[config.mk]
export PLATFORM = sky130hd
export DESIGN_NAME = ex_stage
export DESIGN_NICKNAME = d
export VERILOG_FILES = /design/src/hdl/ex_pkg.sv /design/src/hdl/ex_stage.sv /design/src/hdl/ex_result.sv /design/src/hdl/ex_mult.sv /design/src/hdl/ex_alu.sv /design/src/hdl/ex_decode.sv
export SDC_FILE = /design/constraint.sdc
export NUM_CORES = 2
export LEC_CHECK = 0
export ABC_AREA = 1
export BUFFER_PORTS_ARGS = -buffer_cell sky130_fd_sc_hd__buf_2
export CAP_MARGIN = 25
export CORE_ASPECT_RATIO = 1.4
export CORE_MARGIN = 5
export CORE_UTILIZATION = 48
export CTS_CLUSTER_SIZE = 20
export DETAILED_ROUTE_END_ITERATION = 10
export HOLD_SLACK_MARGIN = 0.06
export PLACE_DENSITY = 0.71
export SYNTH_ARGS = -nofsm -noshare
export SYNTH_HDL_FRONTEND = slang
export SYNTH_SLANG_ARGS = --single-unit
[constraint.sdc]
create_clock -name clk -period 19.8 [get_ports clk]
set_input_delay 1.98 -clock clk [delete_from_list [all_inputs] [get_ports clk]]
set_output_delay 1.98 -clock clk [all_outputs]
set_load 0.005 [all_outputs]
[src/hdl/ex_pkg.sv]
// Execute stage package with widths, operator encodings and pipeline payload types

`default_nettype none

package ex_pkg;

  // Data path and register file widths
  localparam int unsigned XLEN       = 32;
  localparam int unsigned REG_ADDR_W = 5;
  localparam int unsigned SHAMT_W    = $clog2(XLEN);

  ////////////////////////////////////////////////////////////////////////////
  // Operator encodings
  ////////////////////////////////////////////////////////////////////////////

  // ALU operators, arithmetic and logic first, then the compares
  typedef enum logic [3:0] {
    ALU_ADD  = 4'h0,
    ALU_SUB  = 4'h1,
    ALU_AND  = 4'h2,
    ALU_OR   = 4'h3,
    ALU_XOR  = 4'h4,
    ALU_SLL  = 4'h5,
    ALU_SRL  = 4'h6,
    ALU_SRA  = 4'h7,
    ALU_SLT  = 4'h8,
    ALU_SLTU = 4'h9,
    ALU_EQ   = 4'ha,
    ALU_NE   = 4'hb,
    ALU_LT   = 4'hc,
    ALU_GE   = 4'hd,
    ALU_LTU  = 4'he,
    ALU_GEU  = 4'hf
  } alu_op_e;

  // Multiplier operators, low word or one of three high-word signednesses
  typedef enum logic [1:0] {
    MUL_LO  = 2'b00,
    MUL_HSS = 2'b01,
    MUL_HUU = 2'b10,
    MUL_HSU = 2'b11
  } mul_op_e;

  ////////////////////////////////////////////////////////////////////////////
  // Pipeline payloads
  ////////////////////////////////////////////////////////////////////////////

  // ID/EX register contents
  typedef struct packed {
    logic                  instr_valid;
    logic                  alu_en;
    logic                  mul_en;
    logic                  illegal_insn;
    logic                  rf_we;
    alu_op_e               alu_op;
    mul_op_e               mul_op;
    logic [XLEN-1:0]       operand_a;
    logic [XLEN-1:0]       operand_b;
    logic [XLEN-1:0]       operand_c;    // Branch target
    logic [XLEN-1:0]       pc;
    logic [REG_ADDR_W-1:0] rf_waddr;
  } id_ex_t;

  // Controller requests toward EX
  typedef struct packed {
    logic kill_ex;
    logic halt_ex;
    logic data_ind_timing;
  } ctrl_t;

  // PCs held by the earlier stages
  typedef struct packed {
    logic            id_valid;
    logic [XLEN-1:0] id_pc;
    logic [XLEN-1:0] if_pc;
  } fetch_pc_t;

  // Branch outcome toward IF
  typedef struct packed {
    logic            decision;
    logic [XLEN-1:0] target;
  } branch_t;

  // EX/WB register contents
  typedef struct packed {
    logic                  instr_valid;
    logic                  rf_we;
    logic [REG_ADDR_W-1:0] rf_waddr;
    logic [XLEN-1:0]       rf_wdata;
    logic [XLEN-1:0]       pc;
    logic                  illegal_insn;
    logic                  branch_taken;
  } ex_wb_t;

endpackage

`default_nettype wire
[src/hdl/ex_stage.sv]
// Execute stage top level joining decode, ALU, multiplier and result register

`timescale 1ns/100ps
`default_nettype none

module ex_stage (
  input  logic              clk,
  input  logic              rst_n,
  input  ex_pkg::id_ex_t    id_ex_i,
  input  ex_pkg::ctrl_t     ctrl_i,
  input  ex_pkg::fetch_pc_t fetch_pc_i,
  input  logic              wb_ready_i,
  output logic              ex_ready_o,
  output logic              ex_valid_o,
  output ex_pkg::branch_t   branch_o,
  output ex_pkg::ex_wb_t    ex_wb_o
);

  import ex_pkg::*;

  logic            mul_start;
  logic            mul_valid;
  logic            mul_ready;
  logic [XLEN-1:0] mul_result;
  logic [XLEN-1:0] alu_result;
  logic            cmp_result;

  // Qualification and stage handshake
  ex_decode decode_i (
    .id_ex_i     (id_ex_i),
    .ctrl_i      (ctrl_i),
    .mul_valid_i (mul_valid),
    .mul_ready_i (mul_ready),
    .mul_start_o (mul_start),
    .ex_valid_o  (ex_valid_o),
    .ex_ready_o  (ex_ready_o)
  );

  // ALU and multiplier see the same operands
  ex_alu alu_i (
    .op_i         (id_ex_i.alu_op),
    .operand_a_i  (id_ex_i.operand_a),
    .operand_b_i  (id_ex_i.operand_b),
    .result_o     (alu_result),
    .cmp_result_o (cmp_result)
  );

  ex_mult mult_i (
    .clk      (clk),
    .rst_n    (rst_n),
    .op_i     (id_ex_i.mul_op),
    .op_a_i   (id_ex_i.operand_a),
    .op_b_i   (id_ex_i.operand_b),
    .valid_i  (mul_start),
    .ready_i  (wb_ready_i),
    .result_o (mul_result),
    .valid_o  (mul_valid),
    .ready_o  (mul_ready)
  );

  // Branch outcome and EX/WB register
  ex_result result_i (
    .clk          (clk),
    .rst_n        (rst_n),
    .id_ex_i      (id_ex_i),
    .alu_result_i (alu_result),
    .mul_result_i (mul_result),
    .cmp_result_i (cmp_result),
    .ex_valid_i   (ex_valid_o),
    .wb_ready_i   (wb_ready_i),
    .ctrl_i       (ctrl_i),
    .fetch_pc_i   (fetch_pc_i),
    .branch_o     (branch_o),
    .ex_wb_o      (ex_wb_o)
  );

endmodule

`default_nettype wire

[src/hdl/ex_result.sv]
// Execute result stage with write-data select, branch resolution and EX/WB register

`timescale 1ns/100ps
`default_nettype none

module ex_result (
  input  logic                    clk,
  input  logic                    rst_n,
  input  ex_pkg::id_ex_t          id_ex_i,
  input  logic [ex_pkg::XLEN-1:0] alu_result_i,
  input  logic [ex_pkg::XLEN-1:0] mul_result_i,
  input  logic                    cmp_result_i,
  input  logic                    ex_valid_i,
  input  logic                    wb_ready_i,
  input  ex_pkg::ctrl_t           ctrl_i,
  input  ex_pkg::fetch_pc_t       fetch_pc_i,
  output ex_pkg::branch_t         branch_o,
  output ex_pkg::ex_wb_t          ex_wb_o
);

  import ex_pkg::*;

  logic [XLEN-1:0]       rf_wdata;
  logic                  accept;
  logic                  instr_valid_q;
  logic                  rf_we_q;
  logic [REG_ADDR_W-1:0] rf_waddr_q;
  logic [XLEN-1:0]       rf_wdata_q;
  logic [XLEN-1:0]       pc_q;
  logic                  illegal_q;
  logic                  taken_q;

  // Write data, unit picked by the enable
  assign rf_wdata = id_ex_i.mul_en ? mul_result_i : alu_result_i;

  ////////////////////////////////////////////////////////////////////////////
  // Branch resolution
  ////////////////////////////////////////////////////////////////////////////

  always_comb begin
    if (ctrl_i.data_ind_timing) begin
      // Always redirect, so timing does not depend on the compare
      branch_o.decision = 1'b1;
      if (cmp_result_i) begin
        branch_o.target = id_ex_i.operand_c;
      end else if (fetch_pc_i.id_valid) begin
        // Not taken, resume at the instruction in ID
        branch_o.target = fetch_pc_i.id_pc;
      end else begin
        branch_o.target = fetch_pc_i.if_pc;
      end
    end else begin
      branch_o.decision = cmp_result_i;
      branch_o.target   = id_ex_i.operand_c;
    end
  end

  ////////////////////////////////////////////////////////////////////////////
  // EX/WB pipeline register
  ////////////////////////////////////////////////////////////////////////////

  assign accept = ex_valid_i && wb_ready_i;

  // Control part
  // WB ready with nothing valid loads a bubble, WB stalled holds
  always_ff @(posedge clk or negedge rst_n) begin
    if (!rst_n) begin
      instr_valid_q <= 1'b0;
      rf_we_q       <= 1'b0;
    end else if (accept) begin
      instr_valid_q <= 1'b1;
      rf_we_q       <= id_ex_i.rf_we;
    end else if (wb_ready_i) begin
      instr_valid_q <= 1'b0;
    end
  end

  // Payload part, only moves on accept
  always_ff @(posedge clk) begin
    if (accept) begin
      // Register file fields only toggle for writing instructions
      if (id_ex_i.rf_we) begin
        rf_waddr_q <= id_ex_i.rf_waddr;
        rf_wdata_q <= rf_wdata;
      end
      pc_q      <= id_ex_i.pc;
      illegal_q <= id_ex_i.illegal_insn;
      taken_q   <= branch_o.decision;
    end
  end

  assign ex_wb_o.instr_valid  = instr_valid_q;
  assign ex_wb_o.rf_we        = rf_we_q;
  assign ex_wb_o.rf_waddr     = rf_waddr_q;
  assign ex_wb_o.rf_wdata     = rf_wdata_q;
  assign ex_wb_o.pc           = pc_q;
  assign ex_wb_o.illegal_insn = illegal_q;
  assign ex_wb_o.branch_taken = taken_q;

endmodule

`default_nettype wire

[src/hdl/ex_mult.sv]
// Two-cycle 32x32 multiplier with valid/ready handshake and result hold

`timescale 1ns/100ps
`default_nettype none

module ex_mult (
  input  logic                    clk,
  input  logic                    rst_n,
  input  ex_pkg::mul_op_e         op_i,
  input  logic [ex_pkg::XLEN-1:0] op_a_i,
  input  logic [ex_pkg::XLEN-1:0] op_b_i,
  input  logic                    valid_i,
  input  logic                    ready_i,
  output logic [ex_pkg::XLEN-1:0] result_o,
  output logic                    valid_o,
  output logic                    ready_o
);

  import ex_pkg::*;

  logic                   a_signed;
  logic                   b_signed;
  logic                   valid_q;
  mul_op_e                op_q;
  logic signed [XLEN:0]   op_a_q;
  logic signed [XLEN:0]   op_b_q;
  logic signed [2*XLEN+1:0] product;

  // MULHSU takes a signed, MULH both, MULHU neither
  assign a_signed = (op_i == MUL_HSS) || (op_i == MUL_HSU);
  assign b_signed = (op_i == MUL_HSS);

  // Busy flag, set on accept, cleared on handoff
  // Dropping valid_i while busy abandons the item
  always_ff @(posedge clk or negedge rst_n) begin
    if (!rst_n) begin
      valid_q <= 1'b0;
    end else if (!valid_q && valid_i) begin
      valid_q <= 1'b1;
    end else if (valid_q && (ready_i || !valid_i)) begin
      valid_q <= 1'b0;
    end
  end

  // Operands extended to 33 bits at accept
  always_ff @(posedge clk) begin
    if (!valid_q && valid_i) begin
      op_q   <= op_i;
      op_a_q <= {a_signed & op_a_i[XLEN-1], op_a_i};
      op_b_q <= {b_signed & op_b_i[XLEN-1], op_b_i};
    end
  end

  // Second cycle, full product then word select
  assign product  = op_a_q * op_b_q;
  assign result_o = (op_q == MUL_LO) ? product[XLEN-1:0] : product[2*XLEN-1:XLEN];
  assign valid_o  = valid_q;

  // Not ready while a new item is being taken in, or while WB stalls
  assign ready_o = ready_i && (valid_q || !valid_i);

endmodule

`default_nettype wire

[src/hdl/ex_alu.sv]
// Single-cycle integer ALU with a separate branch compare result

`timescale 1ns/100ps
`default_nettype none

module ex_alu (
  input  ex_pkg::alu_op_e           op_i,
  input  logic [ex_pkg::XLEN-1:0]   operand_a_i,
  input  logic [ex_pkg::XLEN-1:0]   operand_b_i,
  output logic [ex_pkg::XLEN-1:0]   result_o,
  output logic                      cmp_result_o
);

  import ex_pkg::*;

  logic               is_signed;
  logic [XLEN:0]      sub_a;
  logic [XLEN:0]      sub_b;
  logic [XLEN:0]      diff;
  logic               less;
  logic               equal;
  logic [XLEN-1:0]    sum;
  logic [SHAMT_W-1:0] shamt;

  ////////////////////////////////////////////////////////////////////////////
  // Shared subtractor
  ////////////////////////////////////////////////////////////////////////////

  // Signed compares extend with the sign bit, unsigned ones with zero
  assign is_signed = (op_i == ALU_SLT) || (op_i == ALU_LT) || (op_i == ALU_GE);

  assign sub_a = {is_signed & operand_a_i[XLEN-1], operand_a_i};
  assign sub_b = {is_signed & operand_b_i[XLEN-1], operand_b_i};

  // One extra bit so the top bit is the true less-than
  assign diff  = sub_a - sub_b;
  assign less  = diff[XLEN];
  assign equal = (diff == '0);

  assign sum   = operand_a_i + operand_b_i;
  assign shamt = operand_b_i[SHAMT_W-1:0];

  // Compare outcome for branches and set-less-than
  always_comb begin
    case (op_i)
      ALU_EQ:                    cmp_result_o = equal;
      ALU_NE:                    cmp_result_o = !equal;
      ALU_LT, ALU_LTU:           cmp_result_o = less;
      ALU_SLT, ALU_SLTU:         cmp_result_o = less;
      ALU_GE, ALU_GEU:           cmp_result_o = !less;
      default:                   cmp_result_o = 1'b0;
    endcase
  end

  ////////////////////////////////////////////////////////////////////////////
  // Result mux
  ////////////////////////////////////////////////////////////////////////////

  always_comb begin
    case (op_i)
      ALU_ADD: result_o = sum;
      ALU_SUB: result_o = diff[XLEN-1:0];
      ALU_AND: result_o = operand_a_i & operand_b_i;
      ALU_OR:  result_o = operand_a_i | operand_b_i;
      ALU_XOR: result_o = operand_a_i ^ operand_b_i;
      ALU_SLL: result_o = operand_a_i << shamt;
      ALU_SRL: result_o = operand_a_i >> shamt;
      ALU_SRA: result_o = $unsigned($signed(operand_a_i) >>> shamt);
      // Compares give a 0 or 1 word
      default: result_o = {{(XLEN-1){1'b0}}, cmp_result_o};
    endcase
  end

endmodule

`default_nettype wire

[src/hdl/ex_decode.sv]
// Execute stage decode qualifying the instruction and generating stage valid and ready

`timescale 1ns/100ps
`default_nettype none

module ex_decode (
  input  ex_pkg::id_ex_t id_ex_i,
  input  ex_pkg::ctrl_t  ctrl_i,
  input  logic           mul_valid_i,
  input  logic           mul_ready_i,
  output logic           mul_start_o,
  output logic           ex_valid_o,
  output logic           ex_ready_o
);

  logic instr_ok;
  logic prev_exception;
  logic unit_valid;

  // Instruction survives only without kill or halt
  assign instr_ok = id_ex_i.instr_valid && !ctrl_i.kill_ex && !ctrl_i.halt_ex;

  // A killed or halted multiply never starts
  assign mul_start_o = id_ex_i.mul_en && instr_ok;

  // Illegal instruction from ID needs no unit, it just flows to WB
  assign prev_exception = id_ex_i.illegal_insn && id_ex_i.instr_valid;

  // ALU result is there in the same cycle
  // Multiply result only once the multiplier says so
  assign unit_valid = id_ex_i.alu_en ||
                      (id_ex_i.mul_en && mul_valid_i) ||
                      prev_exception;

  assign ex_valid_o = unit_valid && instr_ok;

  // Kill always frees the stage
  // Otherwise the multiplier ready already carries WB back-pressure
  assign ex_ready_o = ctrl_i.kill_ex || (mul_ready_i && !ctrl_i.halt_ex);

endmodule

`default_nettype wire

# Word-level counts from Yosys, hierarchy flattened

Cells that the tools add are included.

Reductions and logical operators: 33
Equality and inequality tests: 17
Shift operators: 3
Muxes and demuxes: 11
Bitwise gates (word level): 7
Add/subtract/negate cells: 2
Multipliers: 1

Operators with widths:

| kind                                          | number |
|---|---|
| one-hot mux 32 bit (8 select lines)           | 1 |
| 2-to-1 mux 32 bit                             | 4 |
| multiplier 33 x 33 -> 64 bit                  | 1 |
| zero test 33 bit                              | 1 |
| 2-to-1 mux 33 bit                             | 1 |
| subtractor 33 bit                             | 1 |
| adder 32 bit                                  | 1 |
| bitwise AND 32 bit                            | 1 |
| == test 4 bit, second input constant          | 8 |
| bitwise OR 32 bit                             | 1 |
| left shift 32 x 5 -> 32 bit                   | 1 |
| >> shifter 32 x 5 -> 32 bit                   | 1 |
| >>> shifter 32 x 5 -> 32 bit                  | 1 |
| XOR 32 bit                                    | 1 |
| == test 4 x 3 -> 1 bit, second input constant | 4 |
| logical AND 1 bit                             | 11 |
| == test 4 x 2 -> 1 bit, second input constant | 2 |
| logical OR 1 bit                              | 8 |
| zero test 1 bit                               | 6 |
| bitwise AND 1 bit                             | 4 |
| == test 4 x 1 -> 1 bit, second input constant | 1 |
| zero test 4 bit                               | 1 |
| 2-to-1 mux 1 bit                              | 4 |
| one-hot mux 1 bit (4 select lines)            | 1 |
| 7 further kinds                               | 8 |

Output and inout port bits: 108
Register bits after elaboration: 142
Input bits: 215

# Depth between registers and ports, before layout

Depth in word-level cells: 10
Gate-level depth with buffers: 38
Mapped depth without buffers: 36

# Hierarchy

Synthesis repeated with hierarchy kept, for this count alone.

Cells, all modules: 7,767
Area, all modules: 56,610.5 um^2

By module, submodules not included:

| module    | sequential area each (um^2) | cells an instance | instances | area an instance (um^2) |
|---|---|---|---|---|
| ex_mult   | 2,067.0                     | 5,437             | 1         | 43,095.1 |
| ex_alu    | 0.0                         | 1,889             | 1         | 9,770.6 |
| ex_result | 2,182.1                     | 430               | 1         | 3,699.8 |
| ex_decode | 0.0                         | 11                | 1         | 45.0 |

# Worst setup path before layout

Ideal clock, no wire load.

Kind: register -> register
Start point: register mult_i.op_a_q[32]
End point: register result_i.rf_wdata_q[27] (data pin)
Cell stages (with the launch flop): 31
Setup slack: 12.327 ns
Setup time: 0.253 ns
Buffers on the path: 1
Arrival time: 7.220 ns
Data required time: 19.547 ns
Period minus slack after synthesis: 7.473 ns
Cells stage by stage: edfxtp_1 > clkbuf_1 > nand2_1 > inv_1 > fa_1 > inv_1 > fa_1 > inv_1 > fa_1 > inv_1 > fa_1 > fa_1 > inv_1 > fa_1 > inv_1 > fa_1 > fa_1 > inv_1 > ha_1 > nand2_1 > nor2_1 > inv_1 > nor2_1 > nand2_1 > or2_2 > nand3_1 > nand2_1 > nand3_1 > nand2_1 > nand2_1 > nand2_1

Cells in the longest elaborated chain, start to end: 3

RTL lines:

| item                            | RTL line        | text |
|---|---|---|
| from (decl)                     | ex_mult.sv:25   | `logic signed [XLEN:0] op_a_q;` |
| from (signal assigned)          | ex_mult.sv:49   | `op_a_q <= {a_signed & op_a_i[XLEN-1], op_a_i};` |
| multiplier 33 x 33 -> 64 bit    | ex_mult.sv:55   | `assign product = op_a_q * op_b_q;` |
| 2-to-1 mux 32 bit               | ex_mult.sv:56   | `assign result_o = (op_q == MUL_LO) ? product[XLEN-1:0] : product[2*XLEN-1:XLEN];` |
| 2-to-1 mux 32 bit               | ex_result.sv:34 | `assign rf_wdata = id_ex_i.mul_en ? mul_result_i : alu_result_i;` |
| named net result_i.rf_wdata[27] | ex_result.sv:23 | `logic [XLEN-1:0] rf_wdata;` |
| to (signal assigned)            | ex_result.sv:84 | `rf_wdata_q <= rf_wdata;` |
| to (decl)                       | ex_result.sv:28 | `logic [XLEN-1:0] rf_wdata_q;` |

The timed path passes the listed nets, and every way through them passes these cells.
A chain may end at the register's enable or synchronous reset.

==> run_results.csv <==
group,metric,value,unit
setup_path,path_common_cell,"nand2_1",
global_route,grt_usage,0.3114,
final_layout,syn_to_final_growth,6.013,%
floorplanning,die_y,410.4,um
routing,wl_per_cell,20.95,um
final_layout,multi_input_area,41560,um^2
timing,fin_setup_tns,0,ps
clock_network,cts_tree,"done",
routing,wl_met3,11980,um
routing,dr.pass1.iters,6,
status,status,"finished clean",
timing,drv_slew,0,
final_layout,layout-drive-gt1-share,0.07135,
timing,hold_viol_final,0,
synth,synth_top_area_cell,"fa_1",
setup_path,endpoint_kind,"output port",
routing,post-route-drc-count,0,
routing,highest_layer,"met4",
setup_path,max_stage_delay,650,ps
floorplanning,rows,147,
final_layout,regArea,4249,um^2
timing,fmax,112.3,MHz
setup_path,crit_arrival,6920,ps
setup_path,crit_chain,"buf_2, buf_4, clkinv_1, buf_4, ha_1, inv_1, nand2_1, nand3_1, nand2_1, nand2_1, nand2_1, nand2_1, nand3_1, nor2_1, nand3_1, nor2_1, nand4_1, nand2_1, nand4_2, nand2_1, nand2_1, buf_2",
floorplanning,die_area,121500,um^2
synth,syn-cell-area,54970,um^2
timing,fin_crit_sh,0.4495,
floorplanning,initial_utilization,0.4813,
synth,avgSynthCellArea,7.464,um^2
global_route,grt_pass1_vias,52002,
setup_path,crit_path_start_kind,"input port",
clock_network,clock_latency,470,ps
clock_network,cts_resized,0,
clock_network,postCtsSetupRepairBufs,0,
synth,synth-edff-count,139,
routing,wirelength_met1,66500,um
final_layout,fin_nets,9066,
synth,syn_inst,7365,
clock_network,cts_max_path_buffers,2,
routing,drtIter0Drc,3686,
timing,finClkSkew,13.97,ps
synth,synthDistinctLibCells,58,
global_route,overflow,0,
clock_network,cts_root_buf,"clkbuf_16",
setup_path,slowest_stage,"nand4_2",
synth,yosys.cell_count.top_type,"inv_1",
timing,min_period,8901,ps
synth,syn_nets,9016,
routing,vias,48313,
global_route,grt_max_degree,74,
routing,drt-total-wl,186900,um
final_layout,nFillCells,11017,
setup_path,cp.required,17820,ps
placement,place.gp.congestion,1.067,
timing,rsz0062_at_grt,"false",
synth,synth_commonest_cells,"inv_1, nand2_1, fa_1",
setup_path,crit_type,"input port to output port",
clock_network,cts_buffers,17,
floorplanning,die_w,296.0,um
routing,drtAntennaViolNets,0,
synth,synth-main-ff-cell,"edfxtp_1",
timing,worst_slew_pin_slew,1132,ps
synth,yosys_warnings,0,
clock_network,cts_sinks,142,
timing,relSlewSlack,0.2371,
clock_network,cts_max_level,4,
synth,synth_seq_cells,142,
timing,setup_violations,0,
global_route,grt_pass1_wl,292500,um
clock_network,holdBufCountCts,0,
setup_path,worstPathMaxFanout,63,
min_path,hold_path_class,"register to register",
clock_network,clk_pin_slew,70,ps
synth,synth_top_area_frac,0.4104,
job,drv_cap,0,
synth,async_flop_share,0.02113,
synth,ys_top_cells_by_area,"fa_1, inv_1, nand2_1",
global_route,grt_antenna_before_repair,3,
routing,met2_length,95570,um
routing,vias_per_cell,5.416,
floorplanning,io_pins,323,
placement,dpl.hpwl,157900,um
floorplanning,core_area,114200,um^2
synth,yosysSeqAreaShare,0.07729,
placement,portBuffers,322,
-- path summary, 6_finish.rpt --
check	startpoint	end	slack (ps)	depth (start not counted)
max	id_ex_i[72]	branch_o[0]	10900	22
min	mult_i.valid_o	mult_i.valid_o	540	1
max reg2reg	mult_i.op_b_q[6]	result_i.rf_wdata_q[26]	11210	28
min reg2reg	mult_i.valid_o	mult_i.valid_o	540	1
max in group asynchronous	rst_n	mult_i.valid_o	18390	1
min in group asynchronous	rst_n	result_i.rf_we_q	1300	1
-- final cells by class --
| cell class | instances | area share |
|---|---|---|
| Sequential cell | 142 | 0.07291 |
| Timing Repair Buffer | 420 | 0.04077 |
| Clock buffer | 17 | 0.007300 |
| Clock inverter | 15 | 0.003177 |
| Antenna cell | 2 | 0.00008588 |
| Inverter | 2029 | 0.1307 |
| Tap cell | 1490 | 0.03199 |
| Multi-Input combinational cell | 4805 | 0.7131 |
-- registers in the layout, indices dropped and copies added (netlist names) --
name	cells
mult_i.op_a_q	33
mult_i.op_b_q	33
result_i.pc_q	32
result_i.rf_wdata_q	32
result_i.rf_waddr_q	5
mult_i.op_q	2
mult_i.valid_o	1
result_i.illegal_q	1
result_i.instr_valid_q	1
result_i.rf_we_q	1
result_i.taken_q	1
-- logic make-up (layout without fill, tap and decap cells) --
family / after synthesis / count (layout) / share of synthesized area
muxes: 44 / 44 / 0.008740
adders and majority gates: 1436 / 1436 / 0.4807
buffers and inverters: 2418 / 2481 / 0.1672
other: 0 / 2 / 0
and+or+nand+nor: 2530 / 2530 / 0.1824
DFF: 142 / 142 / 0.07729
xor gates and xnor gates: 44 / 44 / 0.007147
AOI/OAI and AO/OA: 751 / 751 / 0.07645
-- through the flow --
step	utilization	instances	hold WS, ps	setup slack (ps)	area, um^2
after floorplan	-	7365	439.1	12330	54970
after CTS	0.5098	8916	540.8	10990	58230
after global placement	0.5044	8883	466.6	11000	57610
after global routing	0.5102	8919	564.5	10550	58280
after detailed placement	0.5044	8884	514.0	10980	57620
final	0.5102	8920	540.5	10900	58280
-- worst max-delay path, delay by kind of cell --
kind / cells / cell delay (ps)
AND/OR/NAND/NOR: 15 / 2960
adder cells (fa/ha/maj): 1 / 560
buffers and inverters: 6 / 1340
-- layout by cell type, fill, tap and decap left out, types with 6 or more instances in the layout --
master	instances
o211ai_1	27
nor4_1	9
or2_2	20
a211oi_1	9
inv_2	6
mux2i_1	12
nand3_1	181
nand4_1	37
xor2_1	24
nor2_1	284
a31oi_1	24
buf_4	95
nor2_2	8
o221ai_1	19
nand2_1	1933
a21o_1	17
clkbuf_16	17
o22ai_1	23
ha_1	309
clkinv_1	6
a21oi_1	249
o21bai_1	9
edfxtp_1	139
xnor2_1	19
o2111ai_1	11
nor3_1	33
fa_1	1127
o21a_1	11
o21ai_0	325
mux2_2	32
buf_2	322
inv_1	2017
-- metal layers --
| layer | global-route usage | vias to the layer above |
|---|---|---|
| li1 | - | 21572 |
| met1 | 0.3651 | 23928 |
| met2 | 0.5579 | 2190 |
| met3 | 0.03311 | 623 |
| met4 | 0.1687 | 0 |
| met5 | 0 | - |
Power is left out: the tool's default activity adds up to more than one toggle a clock period on the data nets, which glitch-free logic cannot reach.
